--- src/verilog/ctrlPkg.sv ---
// Control types and instruction field positions shared by the RV32I pipeline controller
// Decoders and the pipeline control block refer to these by scoped name
package ctrlPkg;

  //////////////////////////////
  // Instruction field positions
  //////////////////////////////
  localparam int instrW       = 32;        // Instruction word
  localparam int opcodeLsb    = 0;
  localparam int opcodeW      = 7;
  localparam int funct3Lsb    = 12;
  localparam int funct3W      = 3;
  localparam int funct7Lsb    = 25;
  localparam int funct7W      = 7;
  localparam int rs1Lsb       = 15;
  localparam int rs1W         = 5;
  localparam int funct7AltBit = 30;        // Sub and sra select bit

  localparam logic [funct3W-1:0] funct3Priv = 3'b000; // ecall, ebreak, mret, wfi

  //////////////////////////////
  // Major opcodes kept for RV32I
  //////////////////////////////
  typedef enum logic [opcodeW-1:0] {
    load   = 7'b0000011,
    opImm  = 7'b0010011,
    auipc  = 7'b0010111,
    store  = 7'b0100011,
    op     = 7'b0110011,
    lui    = 7'b0110111,
    branch = 7'b1100011,
    jalr   = 7'b1100111,
    jal    = 7'b1101111,
    system = 7'b1110011                    // CSR access and privileged
  } opcodeT;

  // Immediate formats for the extend unit
  typedef enum logic [2:0] {
    immI = 3'b000,
    immS = 3'b001,
    immB = 3'b010,
    immJ = 3'b011,
    immU = 3'b100
  } immSrcT;

  // Writeback result source
  typedef enum logic [1:0] {
    srcAlu = 2'b00,
    srcMem = 2'b01,
    srcCsr = 2'b10
  } resultSrcT;

  // ALU control as {subArith, aluOp}
  typedef enum logic [1:0] {
    aluAdd      = 2'b00,                   // Address gen or plain add
    aluFunct    = 2'b01,                   // Operation from funct3
    aluFunctAlt = 2'b11                    // funct3 with sub/arith variant
  } aluCtrlT;

  // Memory access pair, bit 1 read and bit 0 write
  typedef logic [1:0] memRwT;

endpackage

--- src/verilog/mainDecoder.sv ---
// Main opcode decoder for the Decode stage instruction
// Turns the opcode into control fields and flags opcodes outside RV32I
`timescale 1ns/1ps

module mainDecoder (
  input  logic [ctrlPkg::instrW-1:0] instrD,           // Decode stage instruction
  input  logic                       illegalIEUInstrD, // Squash all fields
  output logic                       regWriteD,
  output ctrlPkg::immSrcT            immSrcD,
  output logic                       aluSrcAD,         // 1 selects PC
  output logic                       aluSrcBD,         // 1 selects immediate
  output ctrlPkg::memRwT             memRwD,
  output ctrlPkg::resultSrcT         resultSrcD,
  output logic                       branchD,
  output logic                       jumpD,
  output logic                       aluOpD,           // 0 means address add
  output logic                       aluResultSrcD,    // Pass immediate or PC+4
  output logic                       csrReadD,
  output logic                       privilegedD,
  output logic                       illegalD          // Opcode not implemented
);

  logic [ctrlPkg::opcodeW-1:0] opcode;
  logic [ctrlPkg::funct3W-1:0] funct3;

  // Unsquashed decode results
  logic                 regWriteR, aluSrcAR, aluSrcBR, branchR, jumpR;
  logic                 aluOpR, aluResultSrcR, csrReadR, privilegedR;
  ctrlPkg::immSrcT      immSrcR;
  ctrlPkg::memRwT       memRwR;
  ctrlPkg::resultSrcT   resultSrcR;

  assign opcode = instrD[ctrlPkg::opcodeLsb +: ctrlPkg::opcodeW];
  assign funct3 = instrD[ctrlPkg::funct3Lsb +: ctrlPkg::funct3W];

  //////////////////////////////
  // Opcode table
  //////////////////////////////
  always_comb begin
    regWriteR     = 1'b0;                  // Everything inactive by default
    immSrcR       = ctrlPkg::immI;
    aluSrcAR      = 1'b0;
    aluSrcBR      = 1'b0;
    memRwR        = 2'b00;
    resultSrcR    = ctrlPkg::srcAlu;
    branchR       = 1'b0;
    jumpR         = 1'b0;
    aluOpR        = 1'b0;
    aluResultSrcR = 1'b0;
    csrReadR      = 1'b0;
    privilegedR   = 1'b0;
    illegalD      = 1'b0;
    case (opcode)
      ctrlPkg::load: begin
        regWriteR  = 1'b1;
        aluSrcBR   = 1'b1;
        memRwR     = 2'b10;
        resultSrcR = ctrlPkg::srcMem;
      end
      ctrlPkg::opImm: begin
        regWriteR = 1'b1;
        aluSrcBR  = 1'b1;
        aluOpR    = 1'b1;
      end
      ctrlPkg::auipc: begin
        regWriteR = 1'b1;
        immSrcR   = ctrlPkg::immU;
        aluSrcAR  = 1'b1;                  // PC + upper immediate
        aluSrcBR  = 1'b1;
      end
      ctrlPkg::store: begin
        immSrcR  = ctrlPkg::immS;
        aluSrcBR = 1'b1;
        memRwR   = 2'b01;
      end
      ctrlPkg::op: begin
        regWriteR = 1'b1;
        aluOpR    = 1'b1;
      end
      ctrlPkg::lui: begin
        regWriteR     = 1'b1;
        immSrcR       = ctrlPkg::immU;
        aluSrcBR      = 1'b1;
        aluResultSrcR = 1'b1;              // Immediate straight through
      end
      ctrlPkg::branch: begin
        immSrcR  = ctrlPkg::immB;
        aluSrcAR = 1'b1;                   // Target is PC + offset
        aluSrcBR = 1'b1;
        branchR  = 1'b1;
      end
      ctrlPkg::jalr: begin
        regWriteR     = 1'b1;
        aluSrcBR      = 1'b1;
        jumpR         = 1'b1;
        aluResultSrcR = 1'b1;              // Link value
      end
      ctrlPkg::jal: begin
        regWriteR     = 1'b1;
        immSrcR       = ctrlPkg::immJ;
        aluSrcAR      = 1'b1;
        aluSrcBR      = 1'b1;
        jumpR         = 1'b1;
        aluResultSrcR = 1'b1;
      end
      ctrlPkg::system: begin
        if (funct3 == ctrlPkg::funct3Priv) begin
          privilegedR = 1'b1;              // Decoded further by privileged unit
        end else begin
          regWriteR  = 1'b1;
          resultSrcR = ctrlPkg::srcCsr;
          csrReadR   = 1'b1;
        end
      end
      default: illegalD = 1'b1;
    endcase
  end

  // IEU fault squashes the fields but leaves illegalD alone
  assign regWriteD     = illegalIEUInstrD ? 1'b0 : regWriteR;
  assign immSrcD       = illegalIEUInstrD ? ctrlPkg::immI : immSrcR;
  assign aluSrcAD      = illegalIEUInstrD ? 1'b0 : aluSrcAR;
  assign aluSrcBD      = illegalIEUInstrD ? 1'b0 : aluSrcBR;
  assign memRwD        = illegalIEUInstrD ? 2'b00 : memRwR;
  assign resultSrcD    = illegalIEUInstrD ? ctrlPkg::srcAlu : resultSrcR;
  assign branchD       = illegalIEUInstrD ? 1'b0 : branchR;
  assign jumpD         = illegalIEUInstrD ? 1'b0 : jumpR;
  assign aluOpD        = illegalIEUInstrD ? 1'b0 : aluOpR;
  assign aluResultSrcD = illegalIEUInstrD ? 1'b0 : aluResultSrcR;
  assign csrReadD      = illegalIEUInstrD ? 1'b0 : csrReadR;
  assign privilegedD   = illegalIEUInstrD ? 1'b0 : privilegedR;

  // Unknown opcode must never write state, whatever the squash input does
  illegalQuiet: assert final (!illegalD || (!regWriteD && memRwD == 2'b00 && !csrReadD));

endmodule

--- config.mk ---
export PLATFORM = sky130hd
export DESIGN_NAME = mainDecoder
export DESIGN_NICKNAME = d
export VERILOG_FILES = /design/src/verilog/ctrlPkg.sv /design/src/verilog/mainDecoder.sv
export SDC_FILE = /design/constraint.sdc
export NUM_CORES = 1
export LEC_CHECK = 0
export BUFFER_PORTS_ARGS = -buffer_cell sky130_fd_sc_hd__buf_2
export CAP_MARGIN = 20
export CORE_AREA = 2 2 39 41
export DETAILED_ROUTE_END_ITERATION = 8
export DIE_AREA = 0 0 41 43
export PLACE_DENSITY = 0.81
export RECOVER_POWER = 50
export SYNTH_ARGS = -nofsm -noshare
export SYNTH_HDL_FRONTEND = slang
export SYNTH_SLANG_ARGS = --single-unit
--- constraint.sdc ---
create_clock -name vclk -period 1.4
set_input_delay 0 -clock vclk [all_inputs]
set_output_delay 0 -clock vclk [all_outputs]
set_load 0.005 [all_outputs]
==> impl_results.md <==
* Core ar. at 1380 µm²
* Maximum vdd drop at 0.0621 mV
* Req. time, crit path at approximately 1400 ps
* Hold path start: instrD[13]
* HP Class: input pin to output pin
* DRT Wirelength at roughly 1.1 mm
* Avg Cell Area, Syn at 6.41 µm²
* Sequential share of the synthesized area at 0%
* RD Place Congestion at 0.829
* Critical Path Source Type: input pin
* Chip height at about 43 µm
* Count of pins over their slew limit at 0
* Clock Buffer Count at 0
* Share of layout cells above drive strength 1 at 42.9%
* DRC at 0
* CP Launch Point: instrD[5]
* Vias in the first global route at 441
* Initial Utilization at about a quarter
* Routed wire per std cell at roughly 11 µm
* Status: finished clean
* RSZ-0062 raised after global routing: false
* Post-DRT Antenna Nets at 0
* Kind of critical path: input pin to output pin
* Post-Syn Instances at 56
* Area after DPL at 531 µm²
* Post-Syn Area at about 360 µm²
* Crit. End Element: output pin
* Final period utilization at 89.9%
* Worst-path fanout max at 2
* Port buffer count at 28
* Pre-antenna DRT Iters at 4
* Leak at 0.246 nW
* Total track usage at 13.4%
* CP peak stage delay at about 540 ps
* Hold slack final at approximately 240 ps
* Post-cts resize count at 0
* Actual slew at the worst max-slew pin at 414 ps
* Tmin final at 1260 ps
* Area Overhead vs Synth at 46.0%
* Most frequent cell on the critical path: buf_2
* Initial antenna violation count at 0
* Yosys Warn Count at 0
* Fin area at 524 µm²
* Hold buffers post-CTS at 0
* Syn_nets at between 80 and 90
* Die ar. at 1760 µm²
* Ant. Diodes at 0
* Detailed-route via count at 511
* Pwr Density at 189 nW/µm²
* Relative slew margins at 72.0%
* First DRT Iteration DRCs at 7
* Critical path's slowest cell: or4_4
* Crit-path cells: buf_2, or4_4, a2111oi_4, a311o_1, buf_2
* Filler cells at 160
* DP HPWL at just under 900 µm
* Setup tns final at 0 ps
* Layout Nets at ~120
* Max_cap viols at 0
* Setup violators final at 0
* FMAX at 0.795 GHz
* Chip width at 41 µm
* Finished Core Util at 37.9%
* First-pass GRT wire length at 1.81 mm
* Synth unique cells at 32
* Core Rows at 14
* Total grt overflow at 0
* Arrival time worst endpoint at 1260 ps
* IO Pins at 50
* Storage cell area at 0 µm²
* Largest net degree at the start of global routing at 14
* Avg Vias per Cell at 5.11
* Final Hold Vio Count at 0
* FF+latch count at 0
* # Post-CTS Setup Buffers at 0
==> kinds of logic (layout without fill, tap and decap cells) <==
family / Yosys count / in the layout / synth area share (%)
simple gates: 34 / 34 / 57.2
compound gates: 13 / 13 / 30.3
buf+inv: 9 / 37 / 12.5
==> per-stage QoR <==
step	cells	worst slack (ps)	total power [mW]
global route	100	79.6	0.109
finish	100	142	0.0992
floorplan	56	252	0.0537
CTS	100	129	0.0998
global placement	100	155	0.0955
detailed placement	100	133	0.0990
==> cells in the mapped netlist <==
| library cell | n | area [µm²] |
|---|---|---|
| nor3_1 | 6 | 30.0 |
| nor2_1 | 5 | 18.8 |
| a21oi_1 | 4 | 20.0 |
| clkbuf_1 | 4 | 15.0 |
| inv_1 | 3 | 11.3 |
| nand2_1 | 3 | 11.3 |
| nor4_1 | 3 | 18.8 |
| nand3_1 | 2 | 10.0 |
| nor2b_1 | 2 | 12.5 |
| o21ai_0 | 2 | 10.0 |
| a2111oi_4 | 1 | 27.5 |
| a211oi_1 | 1 | 7.51 |
| a21boi_0 | 1 | 7.51 |
| a22o_1 | 1 | 8.76 |
| a311o_1 | 1 | 10.0 |
| and2_1 | 1 | 6.26 |
| and3b_1 | 1 | 8.76 |
| buf_4 | 1 | 7.51 |
| buf_6 | 1 | 11.3 |
| nand2b_1 | 1 | 6.26 |
| nand3b_1 | 1 | 7.51 |
| nand4_1 | 1 | 6.26 |
| nand4bb_1 | 1 | 11.3 |
| nor3b_1 | 1 | 7.51 |
| nor4bb_1 | 1 | 10.0 |
| o21ba_2 | 1 | 10.0 |
| o21bai_1 | 1 | 7.51 |
| or2_2 | 1 | 6.26 |
| or3_1 | 1 | 6.26 |
| or3b_2 | 1 | 8.76 |
| or4_1 | 1 | 7.51 |
| or4_4 | 1 | 11.3 |
==> worst paths after layout <==
path / to / cells past startpoint / slack, ps
min: privilegedD / 3 / 240
max: regWriteD / 5 / 140
==> cell usage in the layout (no fill, tap or decap), types with 2 or more instances in the layout <==
master / synthesis / routed
nand3_1: 2 / 2
nor2b_1: 2 / 2
clkbuf_1: 4 / 3
o21ai_0: 2 / 2
inv_1: 3 / 3
buf_2: 0 / 24
nor3_1: 6 / 6
a21oi_1: 4 / 4
nor4_1: 3 / 3
nand2_1: 3 / 3
buf_4: 1 / 5
nor2_1: 5 / 5
clkbuf_2: 0 / 2
==> cell type report <==
cell class                 instances  area (µm²)  share of cell area, %
inverter                           3        11.3                   2.15
timing repair buffer              34         179                   34.1
multi-input combinational         47         314                   59.9
tap                               16        20.0                   3.82
==> report_power, final <==
part / switching [mW] / total, mW / internal (mW)
registers: 0 / 0 / 0
logic: 0.0556 / 0.0992 / 0.0436
clock network: 0 / 0 / 0
==> critical path: cells and delay by family <==
kind	cells	cell delay [ps]
buffers and inverters	2	210
AND/OR/NAND/NOR	1	540
AO/OA/AOI/OAI	2	500
==> layer usage <==
layer	global-route usage, %	vias up	part of all wire [%]
met3	0	2	6.3
met1	18.4	224	45
met4	1.33	0	1.1
met2	23.1	18	48
met5	0	-	0
li1	-	267	-
Note: power is estimated with default switching activity, not from simulation.
